## src/design/mcu_pkg.sv

```systemverilog
// shared widths, opcodes and instruction formats, used by scoped name across the core and testbench
package mcu_pkg;

    // byte address and data word widths of the external bus
    localparam int addr_w = 24;
    localparam int data_w = 16;

    // top nibble of every instruction word
    typedef enum logic [3:0] {
        op_ldi  = 4'd0,
        op_add  = 4'd1,
        op_sub  = 4'd2,
        op_and  = 4'd3,
        op_xor  = 4'd4,
        op_ld   = 4'd5,
        op_st   = 4'd6,
        op_jrnz = 4'd7,
        op_halt = 4'd15
    } opcode_e;

    // pass forwards the second operand untouched
    typedef enum logic [2:0] {
        alu_pass = 3'd0,
        alu_add  = 3'd1,
        alu_sub  = 3'd2,
        alu_and  = 3'd3,
        alu_xor  = 3'd4
    } alu_op_e;

    // register form, dst = dst op src
    // for ld and st, src holds the address and dst the data
    typedef struct packed {
        opcode_e    op;
        logic [2:0] dst;
        logic [2:0] src;
        logic [5:0] unused;
    } instr_reg_t;

    // immediate form, used by ldi and jrnz
    typedef struct packed {
        opcode_e           op;
        logic [2:0]        dst;
        logic signed [8:0] imm;
    } instr_imm_t;

    typedef union packed {
        instr_reg_t r;
        instr_imm_t i;
    } instr_u;

endpackage
```

## src/design/mcu_mem_if.sv

```systemverilog
// request/response link between the control FSM and the memory controller inside the core
interface mcu_mem_if;

    // request side, rd and wr are single cen-cycle strobes
    logic                       rd;
    logic                       wr;
    logic [mcu_pkg::addr_w-1:0] req_addr;
    logic [mcu_pkg::data_w-1:0] wdata;

    // response side, rdata is valid while rdy is high
    logic [mcu_pkg::data_w-1:0] rdata;
    logic                       rdy;

    modport ctrl (
        output rd, wr, req_addr, wdata,
        input  rdata, rdy
    );

    modport ram (
        input  rd, wr, req_addr, wdata,
        output rdata, rdy
    );

endinterface

```

## src/design/mcu_core.sv

```systemverilog
// top level of the 16-bit core, ties the FSM, datapath and bus master to the external pins
module mcu_core #(
    parameter logic [mcu_pkg::addr_w-1:0] PC_RSTVAL = '0
) (
    input  logic                       clk,
    input  logic                       rst_n,
    input  logic                       cen,

    output logic [mcu_pkg::addr_w-1:0] addr,
    input  logic [mcu_pkg::data_w-1:0] din,
    output logic [mcu_pkg::data_w-1:0] dout,
    output logic [1:0]                 we,
    input  logic                       busy,

    output logic                       halted,
    output logic                       buserror,

    input  logic [3:0]                 dmp_addr,
    output logic [7:0]                 dmp_dout
);

    mcu_mem_if mem_bus ();

    logic [mcu_pkg::addr_w-1:0] pc;
    logic                       pc_inc, pc_rel;
    logic [8:0]                 rel_off;
    logic [2:0]                 rs_a, rs_b, rd_sel;
    logic                       rd_we, wsel;
    logic [mcu_pkg::data_w-1:0] rd_a, rd_b, imm, alu_res;
    mcu_pkg::alu_op_e           alu_sel;
    logic                       flag_we, z;

    mcu_ctrl u_ctrl (
        .clk      ( clk      ), .rst_n   ( rst_n   ), .cen  ( cen  ),
        .mem      ( mem_bus  ),
        .pc       ( pc       ), .pc_inc  ( pc_inc  ), .pc_rel   ( pc_rel   ),
        .rel_off  ( rel_off  ),
        .rs_a     ( rs_a     ), .rs_b    ( rs_b    ), .rd_sel   ( rd_sel   ),
        .rd_we    ( rd_we    ), .wsel    ( wsel    ),
        .rd_a     ( rd_a     ), .rd_b    ( rd_b    ),
        .alu_sel  ( alu_sel  ), .imm     ( imm     ), .flag_we  ( flag_we  ),
        .z        ( z        ),
        .halted   ( halted   ), .buserror( buserror)
    );

    mcu_pc #(.PC_RSTVAL(PC_RSTVAL)) u_pc (
        .clk      ( clk      ), .rst_n   ( rst_n   ), .cen  ( cen  ),
        .inc      ( pc_inc   ), .rel     ( pc_rel  ), .rel_off  ( rel_off  ),
        .pc       ( pc       )
    );

    mcu_regs u_regs (
        .clk      ( clk      ), .rst_n   ( rst_n   ), .cen  ( cen  ),
        .rs_a     ( rs_a     ), .rs_b    ( rs_b    ), .rd_sel   ( rd_sel   ),
        .rd_we    ( rd_we    ), .wsel    ( wsel    ),
        .alu_res  ( alu_res  ), .mem_data( mem_bus.rdata ),
        .rd_a     ( rd_a     ), .rd_b    ( rd_b    ),
        .dmp_addr ( dmp_addr ), .dmp_dout( dmp_dout)
    );

    // only the pass operation takes the immediate
    mcu_alu u_alu (
        .clk      ( clk      ), .rst_n   ( rst_n   ), .cen  ( cen  ),
        .a        ( rd_a     ), .b       ( rd_b    ), .imm  ( imm  ),
        .sel      ( alu_sel  ), .use_imm ( alu_sel == mcu_pkg::alu_pass ),
        .flag_we  ( flag_we  ),
        .res      ( alu_res  ), .z       ( z       )
    );

    mcu_ramctl #(.PC_RSTVAL(PC_RSTVAL)) u_ramctl (
        .clk      ( clk      ), .rst_n   ( rst_n   ), .cen  ( cen  ),
        .mem      ( mem_bus  ),
        .addr     ( addr     ), .din     ( din     ), .dout ( dout ),
        .we       ( we       ), .busy    ( busy    )
    );

endmodule

```

## src/design/mcu_ctrl.sv

```systemverilog
// fetch/execute FSM of the core, decodes each instruction word and drives all datapath strobes
module mcu_ctrl (
    input  logic                       clk,
    input  logic                       rst_n,
    input  logic                       cen,

    mcu_mem_if.ctrl                    mem,

    input  logic [mcu_pkg::addr_w-1:0] pc,
    output logic                       pc_inc,
    output logic                       pc_rel,
    output logic [8:0]                 rel_off,

    output logic [2:0]                 rs_a,
    output logic [2:0]                 rs_b,
    output logic [2:0]                 rd_sel,
    output logic                       rd_we,
    output logic                       wsel,
    input  logic [mcu_pkg::data_w-1:0] rd_a,
    input  logic [mcu_pkg::data_w-1:0] rd_b,

    output mcu_pkg::alu_op_e           alu_sel,
    output logic [mcu_pkg::data_w-1:0] imm,
    output logic                       flag_we,
    input  logic                       z,

    output logic                       halted,
    output logic                       buserror
);

    localparam logic [2:0] st_fetch = 3'd0;
    localparam logic [2:0] st_fwait = 3'd1;
    localparam logic [2:0] st_exec  = 3'd2;
    localparam logic [2:0] st_mwait = 3'd3;
    localparam logic [2:0] st_stop  = 3'd4;

    logic [2:0]       state;
    mcu_pkg::instr_u  ir;
    mcu_pkg::opcode_e op;
    logic             in_exec;
    logic             is_alu;
    logic             legal;
    logic             is_mem;

    assign op      = ir.r.op;
    assign in_exec = (state == st_exec);
    assign is_mem  = (op == mcu_pkg::op_ld) || (op == mcu_pkg::op_st);

    // opcode decode
    always_comb begin
        alu_sel = mcu_pkg::alu_pass;
        is_alu  = 1'b1;
        legal   = 1'b1;
        case (op)
            mcu_pkg::op_ldi: alu_sel = mcu_pkg::alu_pass;
            mcu_pkg::op_add: alu_sel = mcu_pkg::alu_add;
            mcu_pkg::op_sub: alu_sel = mcu_pkg::alu_sub;
            mcu_pkg::op_and: alu_sel = mcu_pkg::alu_and;
            mcu_pkg::op_xor: alu_sel = mcu_pkg::alu_xor;
            mcu_pkg::op_ld, mcu_pkg::op_st, mcu_pkg::op_jrnz, mcu_pkg::op_halt: begin
                is_alu = 1'b0;
            end
            default: begin
                is_alu = 1'b0;
                legal  = 1'b0;
            end
        endcase
    end

    // register view for alu and memory ops, immediate view for ldi and jrnz
    assign rs_a    = is_mem ? ir.r.src : ir.r.dst;
    assign rs_b    = is_mem ? ir.r.dst : ir.r.src;
    assign rd_sel  = ir.r.dst;
    assign imm     = {{(mcu_pkg::data_w-9){ir.i.imm[8]}}, ir.i.imm};
    assign rel_off = ir.i.imm;

    // loaded data is written back when the bus access completes
    assign wsel    = (state == st_mwait);
    assign rd_we   = (in_exec && is_alu) || (wsel && mem.rdy && op == mcu_pkg::op_ld);
    assign flag_we = in_exec && is_alu;

    assign pc_inc  = (state == st_fwait) && mem.rdy;
    assign pc_rel  = in_exec && (op == mcu_pkg::op_jrnz) && !z;

    assign mem.rd    = (state == st_fetch) || (in_exec && op == mcu_pkg::op_ld);
    assign mem.wr    = in_exec && (op == mcu_pkg::op_st);
    assign mem.wdata = rd_b;
    assign mem.req_addr = (state == st_fetch) ? pc :
                          {{(mcu_pkg::addr_w-mcu_pkg::data_w){1'b0}}, rd_a};

    always_ff @(posedge clk or negedge rst_n) begin
        if (!rst_n) begin
            state    <= st_fetch;
            halted   <= 1'b0;
            buserror <= 1'b0;
        end else if (cen) begin
            case (state)
                st_fetch: state <= st_fwait;
                st_fwait: if (mem.rdy) state <= st_exec;
                st_exec: begin
                    if (!legal) begin
                        halted   <= 1'b1;
                        buserror <= 1'b1;
                        state    <= st_stop;
                    end else if (op == mcu_pkg::op_halt) begin
                        halted <= 1'b1;
                        state  <= st_stop;
                    end else if (is_mem) begin
                        state <= st_mwait;
                    end else begin
                        state <= st_fetch;
                    end
                end
                st_mwait: if (mem.rdy) state <= st_fetch;
                default:  state <= st_stop;
            endcase
        end
    end

    // instruction register
    always_ff @(posedge clk) begin
        if (cen && pc_inc) begin
            ir <= mem.rdata;
        end
    end

endmodule

```

## src/design/mcu_ramctl.sv

```systemverilog
// external bus master, runs one access per request and stretches it while busy is high
module mcu_ramctl #(
    parameter logic [mcu_pkg::addr_w-1:0] PC_RSTVAL = '0
) (
    input  logic                       clk,
    input  logic                       rst_n,
    input  logic                       cen,

    mcu_mem_if.ram                     mem,

    output logic [mcu_pkg::addr_w-1:0] addr,
    input  logic [mcu_pkg::data_w-1:0] din,
    output logic [mcu_pkg::data_w-1:0] dout,
    output logic [1:0]                 we,
    input  logic                       busy
);

    logic active;
    logic start;
    logic done;

    assign start = !active && (mem.rd || mem.wr);
    assign done  = active && !busy;

    // addr stays at the last access while idle
    always_ff @(posedge clk or negedge rst_n) begin
        if (!rst_n) begin
            active  <= 1'b0;
            addr    <= PC_RSTVAL;
            we      <= 2'b00;
            mem.rdy <= 1'b0;
        end else if (cen) begin
            mem.rdy <= done;
            if (start) begin
                active <= 1'b1;
                addr   <= mem.req_addr;
                we     <= mem.wr ? 2'b11 : 2'b00;
            end else if (done) begin
                active <= 1'b0;
                we     <= 2'b00;
            end
        end
    end

    // write data and captured read data
    always_ff @(posedge clk) begin
        if (cen && start) begin
            dout <= mem.wdata;
        end
        if (cen && done) begin
            mem.rdata <= din;
        end
    end

endmodule

```

## src/design/mcu_alu.sv

```systemverilog
// word ALU for the register and immediate instructions, keeps the zero flag
module mcu_alu (
    input  logic                       clk,
    input  logic                       rst_n,
    input  logic                       cen,

    input  logic [mcu_pkg::data_w-1:0] a,
    input  logic [mcu_pkg::data_w-1:0] b,
    input  logic [mcu_pkg::data_w-1:0] imm,
    input  mcu_pkg::alu_op_e           sel,
    input  logic                       use_imm,
    input  logic                       flag_we,

    output logic [mcu_pkg::data_w-1:0] res,
    output logic                       z
);

    logic [mcu_pkg::data_w-1:0] op_b;

    // second operand, immediate for ldi
    assign op_b = use_imm ? imm : b;

    // all results wrap at 16 bits
    always_comb begin
        case (sel)
            mcu_pkg::alu_add: res = a + op_b;
            mcu_pkg::alu_sub: res = a - op_b;
            mcu_pkg::alu_and: res = a & op_b;
            mcu_pkg::alu_xor: res = a ^ op_b;
            default:          res = op_b;
        endcase
    end

    always_ff @(posedge clk or negedge rst_n) begin
        if (!rst_n) begin
            z <= 1'b0;
        end else if (cen && flag_we) begin
            z <= (res == '0);
        end
    end

endmodule

```

## src/design/mcu_regs.sv

```systemverilog
// eight word register file with two read ports, one write port and a byte-wide debug dump
module mcu_regs (
    input  logic                       clk,
    input  logic                       rst_n,
    input  logic                       cen,

    input  logic [2:0]                 rs_a,
    input  logic [2:0]                 rs_b,
    input  logic [2:0]                 rd_sel,
    input  logic                       rd_we,
    input  logic                       wsel,

    input  logic [mcu_pkg::data_w-1:0] alu_res,
    input  logic [mcu_pkg::data_w-1:0] mem_data,

    output logic [mcu_pkg::data_w-1:0] rd_a,
    output logic [mcu_pkg::data_w-1:0] rd_b,

    input  logic [3:0]                 dmp_addr,
    output logic [7:0]                 dmp_dout
);

    logic [mcu_pkg::data_w-1:0] regs [8];
    logic [mcu_pkg::data_w-1:0] wdata;
    logic [mcu_pkg::data_w-1:0] dmp_word;

    // write source, memory for loads
    assign wdata = wsel ? mem_data : alu_res;

    always_ff @(posedge clk or negedge rst_n) begin
        if (!rst_n) begin
            for (int i = 0; i < 8; i++) begin
                regs[i] <= '0;
            end
        end else if (cen && rd_we) begin
            regs[rd_sel] <= wdata;
        end
    end

    // asynchronous read ports
    assign rd_a = regs[rs_a];
    assign rd_b = regs[rs_b];

    // dump port, upper bits pick the register, bit 0 the byte
    // not gated by cen so the testbench can read a frozen core
    assign dmp_word = regs[dmp_addr[3:1]];
    assign dmp_dout = dmp_addr[0] ? dmp_word[15:8] : dmp_word[7:0];

endmodule

```

## src/design/mcu_pc.sv

```systemverilog
// program counter, steps by one word after each fetch or jumps relative on a taken branch
module mcu_pc #(
    parameter logic [mcu_pkg::addr_w-1:0] PC_RSTVAL = '0
) (
    input  logic                       clk,
    input  logic                       rst_n,
    input  logic                       cen,

    input  logic                       inc,
    input  logic                       rel,
    input  logic [8:0]                 rel_off,

    output logic [mcu_pkg::addr_w-1:0] pc
);

    logic [mcu_pkg::addr_w-1:0] offset;

    // word offset turned into a byte offset
    assign offset = {{(mcu_pkg::addr_w-10){rel_off[8]}}, rel_off, 1'b0};

    always_ff @(posedge clk or negedge rst_n) begin
        if (!rst_n) begin
            pc <= PC_RSTVAL;
        end else if (cen) begin
            if (inc) begin
                pc <= pc + mcu_pkg::addr_w'(2);
            end else if (rel) begin
                pc <= pc + offset;
            end
        end
    end

endmodule

```

## config.mk

```make
export PLATFORM = sky130hd
export DESIGN_NAME = mcu_core
export DESIGN_NICKNAME = d
export VERILOG_FILES = /design/src/design/mcu_pkg.sv /design/src/design/mcu_mem_if.sv /design/src/design/mcu_core.sv /design/src/design/mcu_ctrl.sv /design/src/design/mcu_ramctl.sv /design/src/design/mcu_alu.sv /design/src/design/mcu_regs.sv /design/src/design/mcu_pc.sv
export SDC_FILE = /design/constraint.sdc
export NUM_CORES = 1
export LEC_CHECK = 0
export BUFFER_PORTS_ARGS = -buffer_cell sky130_fd_sc_hd__buf_2
export CAP_MARGIN = 20
export CORE_MARGIN = 2
export CORE_UTILIZATION = 55
export CTS_BUF_LIST = sky130_fd_sc_hd__clkbuf_8
export CTS_CLUSTER_DIAMETER = 150
export CTS_CLUSTER_SIZE = 20
export DETAILED_ROUTE_END_ITERATION = 6
export GPL_ROUTABILITY_DRIVEN = 0
export PLACE_DENSITY = 0.73
export SYNTH_ARGS = -nofsm -noshare
export SYNTH_HDL_FRONTEND = slang
export SYNTH_SLANG_ARGS = --single-unit
```

## constraint.sdc

```tcl
create_clock -name clk -period 17.76 [get_ports clk]
set_input_delay 4.44 -clock clk [delete_from_list [all_inputs] [get_ports clk]]
set_output_delay 4.44 -clock clk [all_outputs]
set_load 0.1 [all_outputs]
```

# Word level (Yosys, flattened, before mapping)
# Cells that the tools add are included.
[word_totals]
rom_bits = 0
regBits = 234
memories = 0
wordCells = 128
latchBits = 0
ramBits = 0
[op_classes]
reduce_logical = 37
n_eq_ne = 18
shifts = 0
magnitude_cmp = 5
n_mul = 0
bitwise = 7
div_mod_pow = 0
mux = 37
addsub = 4
[ops]
columns = ["op", "count"]
rows = [
  ["16-bit binary-select mux with 3-bit select", 3],
  ["16-bit two-way mux", 9],
  ["128-bit bitwise mux", 1],
  ["24-bit two-way mux", 3],
  ["16-bit case mux with 4 select lines", 1],
  ["16-bit demux with 3-bit select", 1],
  ["24-bit by 2-bit adder with 24-bit output (second input constant)", 1],
  ["24-bit adder", 1],
  ["3-bit case mux with 4 select lines", 2],
  ["3-bit two-way mux", 6],
  ["16-bit adder", 1],
  ["16-bit AND", 1],
  ["4-bit by 3-bit == test with 1-bit output (second input constant)", 4],
  ["4-bit greater-or-equal comparator (second input constant)", 4],
  ["1-bit logical AND", 16],
  ["16-bit logical NOT", 1],
  ["3-bit NOT with 4-bit output", 4],
  ["16-bit subtractor", 1],
  ["16-bit XOR", 1],
  ["3-bit by 2-bit == test with 1-bit output (second input constant)", 4],
  ["3-bit AND reduction", 3],
  ["9-bit OR reduction", 1],
  ["4-bit by 2-bit == test with 1-bit output (second input constant)", 2],
  ["2-bit two-way mux", 4],
  ["other kinds (17)", 33],
]

# Logic depth before layout (Yosys ltp)
# Gate-level depths: netlist of run 1.
[depth]
ltp_word = 12
depth_mapped = 27
ltp_nobuf = 24

# Modules after synthesis
# From an unflattened synthesis of run 1, not the netlist that was laid out.
[hier_totals]
hier_cells = 1299
hier_area_um2 = 15832.7
[modules_own_cells]
columns = ["mod", "instances", "area_per_inst_um2", "cells_per_inst"]
rows = [
  ["mcu_regs", 1, 7870.0, 481],
  ["mcu_alu", 1, 2334.7, 327],
  ["mcu_pc", 1, 2019.4, 251],
  ["mcu_ramctl", 1, 2013.2, 99],
  ["mcu_ctrl", 1, 1585.3, 140],
  ["mcu_core", 1, 10.0, 1],
]

# Least setup slack after synthesis of run 1
# OpenSTA, ideal clock, no wires.
[synth_path]
path_type = "input-to-output"
startpoint = "input port dmp_addr[1]"
endpoint = "output port dmp_dout[0]"
path_stages = 5
slack_ns = 6.815
arrival_time_ns = 6.505
cell_sequence = "clkbuf_1 -> clkbuf_1 -> buf_1 -> mux4_2 -> mux4_2"
[synth_between]
elab_chain_len = 5
[synth_rtl]
columns = ["element", "line", "rtl"]
rows = [
  ["from (decl)", "mcu_core.sv:18", "input logic [3:0] dmp_addr,"],
  ["3-bit NOT with 4-bit output (implied by the code)", "mcu_regs.sv:46", "assign dmp_word = regs[dmp_addr[3:1]];"],
  ["16-bit binary-select mux with 3-bit select", "mcu_regs.sv:46", ""],
  ["16-bit two-way mux (implied by the code) (2 in a row)", "mcu_regs.sv:46", ""],
  ["8-bit two-way mux", "mcu_regs.sv:47", "assign dmp_dout = dmp_addr[0] ? dmp_word[15:8] : dmp_word[7:0];"],
  ["to (decl)", "mcu_core.sv:19", "output logic [7:0] dmp_dout"],
]
# No other way between the ends. The select of a mux whose other input is x is not followed.

# Final worst setup path of run 1
[layout_path]
startpoint = "input port dmp_addr[1]"
endpoint = "output port dmp_dout[6]"
# The elaborated chain is that of the path after synthesis.

==> results of run 1 <==
routing by layer:
layer	share of wire	global-route usage	vias to the layer above	routed length [um]
met5	0	0.00174	-	0
met4	0.065	0.170	0	3200
met3	0.13	0.0849	259	6150
met2	0.44	0.523	969	21600
met1	0.37	0.434	6550	18200
li1	-	-	5993	-
sequential cells by signal, indices dropped and copies added (netlist names), 3 cells and up:
| register | count |
|---|---|
| u_regs.regs | 128 |
| u_ramctl.addr | 24 |
| u_pc.pc | 23 |
| u_ctrl.ir | 16 |
| u_ramctl.dout | 16 |
| u_ramctl.mem.rdata | 16 |
| u_ctrl.state | 3 |
synthesized netlist by cell type, drive strengths merged (22+ instances only):
| cell | number | area (sq um) |
|---|---|---|
| a211oi | 37 | 295 |
| inv | 34 | 128 |
| xnor2 | 25 | 234 |
| edfxtp | 48 | 1440 |
| mux4 | 78 | 1760 |
| buf | 41 | 264 |
| nand3 | 29 | 150 |
| mux2i | 33 | 330 |
| clkbuf | 71 | 267 |
| dfrtp | 184 | 4600 |
| xor2 | 22 | 200 |
| nor3 | 24 | 131 |
| nand2 | 323 | 1210 |
| a21oi | 56 | 280 |
| ha | 54 | 676 |
| nand2b | 61 | 382 |
| o21ai | 232 | 1210 |
| nor2 | 48 | 190 |
how the worst max path moves through the flow:
| stage | slack (ns) | startpoint | endpoint | cells past startpoint |
|---|---|---|---|---|
| floorplan | 6.82 | dmp_addr[1] | dmp_dout[0] | 5 |
| global placement | 6.65 | dmp_addr[2] | dmp_dout[3] | 4 |
| detailed placement | 6.59 | dmp_addr[2] | dmp_dout[3] | 4 |
| CTS | 6.59 | dmp_addr[2] | dmp_dout[3] | 4 |
| global route | 6.77 | dmp_addr[2] | dmp_dout[0] | 5 |
| finish | 6.83 | dmp_addr[1] | dmp_dout[6] | 4 |
cells by family (layout without fill, tap and decap cells):
kind of cell,count (synthesis),count (layout),synth area share
DFF,232,232,0.388
xor gates and xnor gates,47,47,0.0279
buffers and inverters,146,170,0.0423
AOI/OAI and AO/OA,472,472,0.194
adders and majority gates,56,56,0.0460
and+or+nand+nor,556,556,0.165
muxes,115,115,0.137
cell type report:
| type | instances | area share |
|---|---|---|
| well taps | 378 | 0.0287 |
| inverters | 34 | 0.00774 |
| clock inverters | 7 | 0.00190 |
| multi-input cells | 1246 | 0.540 |
| flip-flops and latches | 232 | 0.367 |
| clock buffers | 15 | 0.0125 |
| repair buffers | 114 | 0.0420 |
per-stage QoR:
stage	util	area [sq um]	setup slack [ns]	hold slack, ns
5_1_grt	0.592	16500	6.77	0.499
6_report	0.592	16500	6.83	0.476
2_1_floorplan	-	15600	6.82	0.421
3_3_place_gp	0.581	16200	6.65	0.449
3_5_place_dp	0.581	16200	6.59	0.448
4_1_cts	0.590	16400	6.59	0.481
power by group through the flow:
stage                     clock network [W]  registers (W)  logic, W
after global placement                    0       0.000739  0.000792
after floorplan                           0       0.000923  0.000438
after detailed placement                  0       0.000742  0.000812
after CTS                          0.000261       0.000731  0.000815
final                              0.000260       0.000735  0.000823
after global routing               0.000283       0.000746  0.000887
==> results.sh, run 1 <==
export IMPL_critPathLaunchType="input pin"
export IMPL_synth_avg_cell_area_sq_um=9.59
export IMPL_power_frac_comb=0.453
export IMPL_p_sw_frac=0.469
export IMPL_root_buffer="clkbuf_8"
export IMPL_ctsHoldBuffers=0
export IMPL_hold_path_depth=1
export IMPL_leakagePower_nw=7.05
export IMPL_grt_pass1_wl_um=75400
export IMPL_failed_checks="DRC"
export IMPL_start_util=0.559
export IMPL_syn2layout_area_growth_pct=5.83
export IMPL_synth_seq_cells=232
export IMPL_clk_latency_ns=0.57
export IMPL_worstReg2RegStart="u_ctrl.ir[12]"
export IMPL_fin_cells=2026
export IMPL_drive_gt1_frac=0.154
export IMPL_r2r_cells=25
export IMPL_core_sq_um=27900
export IMPL_hp_class="reg -> reg"
export IMPL_worst_path_buf_inv=2
export IMPL_cts_tree="done"
export IMPL_arrival_ns=6.49
export IMPL_status="finished with violations"
export IMPL_seq_area_frac_synth=0.388
export IMPL_synth_nets=1704
export IMPL_syn_area_sq_um=15600
export IMPL_grt_max_degree=64
export IMPL_cts_setup_buffers=0
export IMPL_chipHeight_um=172
export IMPL_synth_edf_count=48
export IMPL_end_kind="output port"
export IMPL_cts_htree_levels=1
export IMPL_fill_cells=2443
export IMPL_worst_pin_slew_ns=1.12
export IMPL_timing_fmax_mhz=91.5
export IMPL_globalRouteOverflowTotal=0
export IMPL_p_sw_w=0.000853
export IMPL_dr_pass1_iters=7
export IMPL_final_max_slew_violation_count=0
export IMPL_max_slew_margin_rel=0.243
export IMPL_num_antenna_cells=0
export IMPL_pwr_share_seq=0.404
export IMPL_p_int_w=0.000965
export IMPL_crit_type="in -> out"
export IMPL_skew_ns=0.0694
export IMPL_synthCells=1624
export IMPL_rsz0062_at_grt="false"
export IMPL_drc_errors=13
export IMPL_hold_viol=0
export IMPL_via_count=13800
export IMPL_drt_initial_drc_count=1897
export IMPL_hold_end="u_ctrl.halted"
export IMPL_drv_cap=0
export IMPL_fin_setup_tns_ns=0
export IMPL_cts_buffer_depth=3
export IMPL_nNetsFinal=1723
export IMPL_async_flop_share=0.793
export IMPL_synth_ff_type="dfrtp_1"
export IMPL_io_buffer_count=75
export IMPL_total_power_w=0.00182
export IMPL_seq_area_sq_um=6050
export IMPL_p_clk_frac=0.143
export IMPL_grt_pass1_vias=12900
export IMPL_rows=61
export IMPL_yosysWarnings=0
export IMPL_setup_viol=0
export IMPL_clk_pin_slew_ns=0.12
export IMPL_required_ns=13.32
export IMPL_grtUsageTotal=0.335
export IMPL_cts_buffers=15
export IMPL_worstReg2RegEnd="u_regs.regs[79]"
export IMPL_ctsResizeCount=0
export IMPL_fp_dieArea_sq_um=29700
export IMPL_crit_chain="buf_2 -> mux4_2 -> mux4_2 -> buf_2"
export IMPL_mostFrequentLayoutCells="nand2_1, o21ai_0, dfrtp_1"
export IMPL_routed_wl_um=49200
export IMPL_hpwlAfterDp_um=35000
export IMPL_rrSetupSlack_ns=9.99
export IMPL_multi_input_area_sq_um=8910
export IMPL_layout_commonest_cell="nand2_1"
export IMPL_ioPinCount=76
export IMPL_cp_slowest_stage_delay_ns=0.61
export IMPL_vdd_drop_max_v=0.0000872
export IMPL_antenna_found_initial=0
export IMPL_min_from="u_ctrl.halted"
export IMPL_slowest_stage="buf_2"
export IMPL_cp_top_family="multiplexers"
export IMPL_p_per_area_nw_per_um2=110
export IMPL_clkSinkCount=232
export IMPL_min_period_over_period=0.615
export IMPL_min_period_ns=10.93
export IMPL_dp_cells=2000
export IMPL_path_max_fanout=32
export IMPL_vias_per_cell=6.80
export IMPL_ys_types=88
export IMPL_wl_per_cell_um=24.3
export IMPL_drtAntennaViolNets=0
export IMPL_fp_dieW_um=172
Power figures use the tool's default switching activity.
==> inputs of run 2 (changes only) <==
- ABC_AREA: default -> 1
- PLACE_DENSITY: 0.73 -> 0.76
- clock period: 17.76 -> 9.3 ns (I/O delays scaled with it)
==> results.sh, run 2 <==
export IMPL_required_ns=6.98
export IMPL_min_period_ns=6.80
export IMPL_crit_type="in -> out"
export IMPL_synth_ff_type="dfrtp_1"
export IMPL_start_util=0.554
export IMPL_globalRouteOverflowTotal=0
export IMPL_grt_pass1_vias=13300
export IMPL_ctsResizeCount=0
export IMPL_clkSinkCount=232
export IMPL_dr_pass1_iters=7
export IMPL_total_power_w=0.00375
export IMPL_reg_top3="u_regs.regs: 128 flops, u_ramctl.addr: 24 flops, u_pc.pc: 23 flops"
export IMPL_vdd_drop_max_v=0.000134
export IMPL_crit_chain="buf_2 -> inv_1 -> o21ai_0 -> o221ai_1 -> nand2_1 -> buf_2"
export IMPL_synth_edf_count=48
export IMPL_p_per_area_nw_per_um2=233
export IMPL_fin_cells=2490
export IMPL_rows=61
export IMPL_syn_area_sq_um=15300
export IMPL_cp_slowest_stage_delay_ns=0.75
export IMPL_seq_area_frac_synth=0.395
export IMPL_grtUsageTotal=0.314
export IMPL_leakagePower_nw=7.75
export IMPL_synth_nets=2184
export IMPL_rrSetupSlack_ns=3.02
export IMPL_slowest_stage="buf_2"
export IMPL_drtAntennaViolNets=0
export IMPL_synth_area_leaders="dfrtp_1, nand2_1, edfxtp_1, o21ai_0, inv_1"
export IMPL_arrival_ns=4.48
export IMPL_end_kind="output port"
export IMPL_synth_area_leader_cell="dfrtp_1"
export IMPL_syn2layout_area_growth_pct=5.15
export IMPL_min_from="u_ramctl.mem.rdata[2]"
export IMPL_synth_common_cells="nand2_1, o21ai_0, inv_1"
export IMPL_antenna_found_initial=1
export IMPL_crit_path_start="dmp_addr[2]"
export IMPL_hold_viol=0
export IMPL_worst_pin_slew_ns=1.14
export IMPL_skew_ns=0.0275
export IMPL_max_slew_margin_rel=0.232
export IMPL_clk_latency_ns=0.55
export IMPL_path_max_fanout=60
export IMPL_async_flop_share=0.793
export IMPL_largest_reg_flops=128
export IMPL_synth_avg_cell_area_sq_um=7.28
export IMPL_nNetsFinal=2185
export IMPL_yosysWarnings=0
export IMPL_cts_htree_levels=1
export IMPL_worstReg2RegStart="u_ctrl.ir[15]"
export IMPL_mostFrequentLayoutCells="nand2_1, o21ai_0, inv_1"
export IMPL_ioPinCount=76
export IMPL_core_sq_um=27600
export IMPL_critPathLaunchType="input pin"
export IMPL_hp_class="reg -> reg"
export IMPL_path_common_cell="buf_2"
export IMPL_drive_gt1_frac=0.0786
export IMPL_rsz0062_at_grt="false"
export IMPL_grt_max_degree=128
export IMPL_drt_initial_drc_count=1830
export IMPL_synth_seq_cells=232
export IMPL_synth_most_common_cell="nand2_1"
export IMPL_cts_tree="done"
export IMPL_timing_fmax_mhz=147
export IMPL_regMostFlops="u_regs.regs"
export IMPL_synthCells=2104
export IMPL_failed_checks="DRC"
export IMPL_final_max_slew_violation_count=0
export IMPL_dp_cells=2462
export IMPL_clk_pin_slew_ns=0.12
export IMPL_cts_buffers=15
export IMPL_drc_errors=1
export IMPL_fin_setup_tns_ns=0
export IMPL_fp_dieW_um=171
export IMPL_pwr_share_seq=0.393
export IMPL_routed_wl_um=45700
export IMPL_root_buffer="clkbuf_8"
export IMPL_layout_commonest_cell="nand2_1"
export IMPL_p_int_w=0.00191
export IMPL_grt_pass1_wl_um=72200
export IMPL_io_buffer_count=75
export IMPL_chipHeight_um=171
export IMPL_p_clk_frac=0.129
export IMPL_via_count=14700
export IMPL_synth_top_area_share=0.301
export IMPL_setup_viol=0
export IMPL_fp_dieArea_sq_um=29200
export IMPL_p_sw_w=0.00184
export IMPL_drv_cap=0
export IMPL_status="finished with violations"
export IMPL_cts_setup_buffers=0
export IMPL_ys_types=53
export IMPL_p_sw_frac=0.490
export IMPL_cts_buffer_depth=3
export IMPL_wl_per_cell_um=18.4
export IMPL_power_frac_comb=0.477
export IMPL_vias_per_cell=5.91
export IMPL_min_period_over_period=0.731
export IMPL_hpwlAfterDp_um=32100
export IMPL_ctsHoldBuffers=0
==> run 2: cell types whose count changed in the layout (fill, tap and decap cells not counted), moves of 60 or more <==
cell and change:
mux4_2 -78, inv_1 +202, a21oi_1 +72, nand3_1 +139, nand2_1 +219, nor2_1 +65, o21ai_0 +71, nand2b_1 -60
==> run 2: kinds of logic (layout without fill, tap and decap cells) <==
| kind of cell | Yosys count | in the layout | synth area share |
|---|---|---|---|
| flip-flops | 232 | 232 | 0.395 |
| buffers and inverters | 353 | 360 | 0.0931 |
| adder cells (fa/ha/maj) | 56 | 56 | 0.0467 |
| other | 0 | 1 | 0 |
| AO/OA/AOI/OAI | 535 | 535 | 0.197 |
| multiplexers | 4 | 4 | 0.00261 |
| AND/OR/NAND/NOR | 892 | 892 | 0.247 |
| XOR/XNOR | 32 | 32 | 0.0183 |
==> run 2: through the flow <==
step | setup WS, ns | util | cell area [sq um] | hold WS [ns]
detailed placement | 2.56 | 0.572 | 15800 | 0.430
global placement | 2.69 | 0.572 | 15800 | 0.428
global route | 2.35 | 0.583 | 16100 | 0.476
CTS | 2.55 | 0.581 | 16100 | 0.459
finish | 2.50 | 0.583 | 16100 | 0.462
floorplan | 2.91 | - | 15300 | 0.418
==> run 2: final cells by class <==
type                       count  area (sq um)
fill                        2594         11500
multi-input combinational   1519          7870
sequential                   232          6050
inverter                     239           897
timing repair buffer          98           579
tap                          378           473
clock buffer                  15           206
clock inverter                 8          35.0
antenna                        1          2.50
==> run 2: worst paths after layout <==
| kind | depth (start not counted) | end |
|---|---|---|
| setup / recovery | 6 | dmp_dout[6] |
| hold reg to reg | 0 | u_ctrl.ir[2] |
| min in group asynchronous | 1 | u_regs.regs[90] |
| setup reg to reg | 28 | u_regs.regs[61] |
| hold / removal | 0 | u_ctrl.ir[2] |
| max in group asynchronous | 2 | u_ramctl.we[0] |
==> run 2: worst max-delay path: cells and delay by family <==
| kind | cells | cell delay [ns] |
|---|---|---|
| compound gates | 2 | 0.43 |
| buf+inv | 3 | 1.54 |
| simple gates | 1 | 0.17 |
==> run 2: power groups by stage <==
stage,sequential (W),combinational [W],clock [W]
2_1_floorplan,0.00188,0.000965,0
3_3_place_gp,0.00148,0.00173,0
3_5_place_dp,0.00149,0.00177,0
4_1_cts,0.00147,0.00178,0.000496
5_1_grt,0.00150,0.00197,0.000527
6_report,0.00148,0.00179,0.000486
==> run 2: per-layer routing <==
metal | vias up | wire length [um] | track usage
met2 | 814 | 19500 | 0.484
met4 | 0 | 2820 | 0.165
li1 | 7009 | - | -
met3 | 163 | 4210 | 0.0363
met5 | - | 0 | 0
met1 | 6719 | 19200 | 0.438
==> inputs of run 3 (changes only) <==
- clock period: 9.3 -> 5.93 ns (I/O delays scaled with it)
==> results.sh, run 3 (synthesis gave the netlist of run 2 again) <==
export IMPL_status="completed"
export IMPL_p_sw_w=0.00290
export IMPL_start_util=0.554
export IMPL_fin_setup_tns_ns=0
export IMPL_r2r_cells=29
export IMPL_min_period_ns=5.40
export IMPL_vias_per_cell=5.98
export IMPL_core_sq_um=27600
export IMPL_pwr_share_seq=0.389
export IMPL_largest_reg_flops=128
export IMPL_end_kind="register"
export IMPL_power_frac_comb=0.481
export IMPL_arrival_ns=5.83
export IMPL_drtAntennaViolNets=0
export IMPL_clk_latency_ns=0.57
export IMPL_fill_cells=2590
export IMPL_hold_path_depth=0
export IMPL_required_ns=6.36
export IMPL_timing_fmax_mhz=185
export IMPL_fp_dieArea_sq_um=29200
export IMPL_cts_buffers=15
export IMPL_routed_wl_um=46500
export IMPL_grtUsageTotal=0.319
export IMPL_reg_top3="u_regs.regs: 128 flops, u_ramctl.addr: 24 flops, u_pc.pc: 23 flops"
export IMPL_num_antenna_cells=0
export IMPL_grt_pass1_vias=13700
export IMPL_crit_type="reg -> reg"
export IMPL_cts_tree="done"
export IMPL_p_per_area_nw_per_um2=362
export IMPL_antenna_found_initial=1
export IMPL_nNetsFinal=2208
export IMPL_hp_class="reg -> reg"
export IMPL_place_area_sq_um=16000
export IMPL_ioPinCount=76
export IMPL_setup_viol=0
export IMPL_grt_max_degree=94
export IMPL_rows=61
export IMPL_syn2layout_area_growth_pct=6.75
export IMPL_cts_htree_levels=1
export IMPL_regMostFlops="u_regs.regs"
export IMPL_finalInstanceArea_sq_um=16400
export IMPL_p_sw_frac=0.490
export IMPL_max_slew_margin_rel=0.227
export IMPL_rsz0062_at_grt="false"
export IMPL_p_clk_frac=0.130
export IMPL_drive_gt1_frac=0.0890
export IMPL_globalRouteOverflowTotal=0
export IMPL_io_buffer_count=75
export IMPL_slowest_stage="edfxtp_1"
export IMPL_drc_errors=0
export IMPL_final_max_slew_violation_count=0
export IMPL_leakagePower_nw=7.89
export IMPL_layout_commonest_cell="nand2_1"
export IMPL_hpwlAfterDp_um=32900
export IMPL_chipHeight_um=171
export IMPL_vdd_drop_max_v=0.000254
export IMPL_root_buffer="clkbuf_8"
export IMPL_skew_ns=0.0347
export IMPL_cp_slowest_stage_delay_ns=0.45
export IMPL_path_common_cell="nand2_1"
export IMPL_mostFrequentLayoutCells="nand2_1, o21ai_0, inv_1"
export IMPL_min_period_over_period=0.911
export IMPL_drv_cap=0
export IMPL_wl_per_cell_um=18.5
export IMPL_clk_pin_slew_ns=0.14
export IMPL_dr_pass1_iters=6
export IMPL_p_int_w=0.00302
export IMPL_hold_viol=0
export IMPL_path_max_fanout=23
export IMPL_via_count=15000
export IMPL_drt_initial_drc_count=2084
export IMPL_cts_buffer_depth=3
export IMPL_worst_pin_slew_ns=1.15
export IMPL_fp_dieW_um=171
export IMPL_grt_pass1_wl_um=72900
export IMPL_critPathLaunchType="register"
export IMPL_clkSinkCount=232
==> run 3: routing by layer <==
metal | GRT usage | wire, um | up-vias
met5 | 0 | 0 | -
met4 | 0.162 | 2440 | 0
met3 | 0.0634 | 4680 | 171
met2 | 0.477 | 20200 | 838
met1 | 0.441 | 19200 | 6965
li1 | - | - | 7042
==> run 3: worst paths after layout <==
kind,start,end,slack (ns)
worst max register to register,u_ctrl.ir[13],u_regs.regs[61],0.53
worst max-delay path,u_ctrl.ir[13],u_regs.regs[61],0.53
min in group asynchronous,rst_n,u_regs.regs[59],0.97
worst min register to register,u_ramctl.mem.rdata[2],u_ctrl.ir[2],0.46
worst min-delay path,u_ramctl.mem.rdata[2],u_ctrl.ir[2],0.46
max in group asynchronous,rst_n,u_ctrl.state[0],3.74
==> run 3: worst max-delay path, delay by kind of cell (launching register included) <==
kind                     cells  cell delay, ns
adder cells (fa/ha/maj)      1            0.33
AO/OA/AOI/OAI                5            1.16
AND/OR/NAND/NOR             19            2.65
XOR/XNOR                     1            0.13
buffers and inverters        3            0.53
flip-flops                   1            0.45
==> run 3: what timing repair did <==
action,CTS,global route
buffers inserted,0,1
resized for setup,0,3
hold buffers,0,0
setup endpoints to repair,0,14
==> run 3: cell type report <==
type,count,area (sq um),area share
clock buffer,15,206,0.0126
tap,378,473,0.0289
sequential,232,6050,0.370
multi-input combinational,1519,7870,0.481
inverter,239,897,0.0549
clock inverter,8,35.0,0.00214
timing repair buffer,121,825,0.0504
==> run 3: power by group through the flow <==
stage,combinational [W],clock [W],sequential (W)
2_1_floorplan,0.00151,0,0.00295
3_3_place_gp,0.00274,0,0.00232
3_5_place_dp,0.00280,0,0.00233
4_1_cts,0.00281,0.000786,0.00229
5_1_grt,0.00312,0.000847,0.00235
6_report,0.00285,0.000770,0.00230
==> run 3: stage by stage <==
stage / setup WS [ns] / std cells / power [W] / utilization / hold slack [ns]
finish: 0.529 / 2512 / 0.00592 / 0.592 / 0.458
global route: 0.0531 / 2512 / 0.00631 / 0.592 / 0.483
CTS: 0.551 / 2504 / 0.00589 / 0.587 / 0.461
detailed placement: 0.591 / 2481 / 0.00512 / 0.578 / 0.435
global placement: 0.789 / 2481 / 0.00506 / 0.578 / 0.430
floorplan: 1.23 / 2104 / 0.00446 / - / 0.418
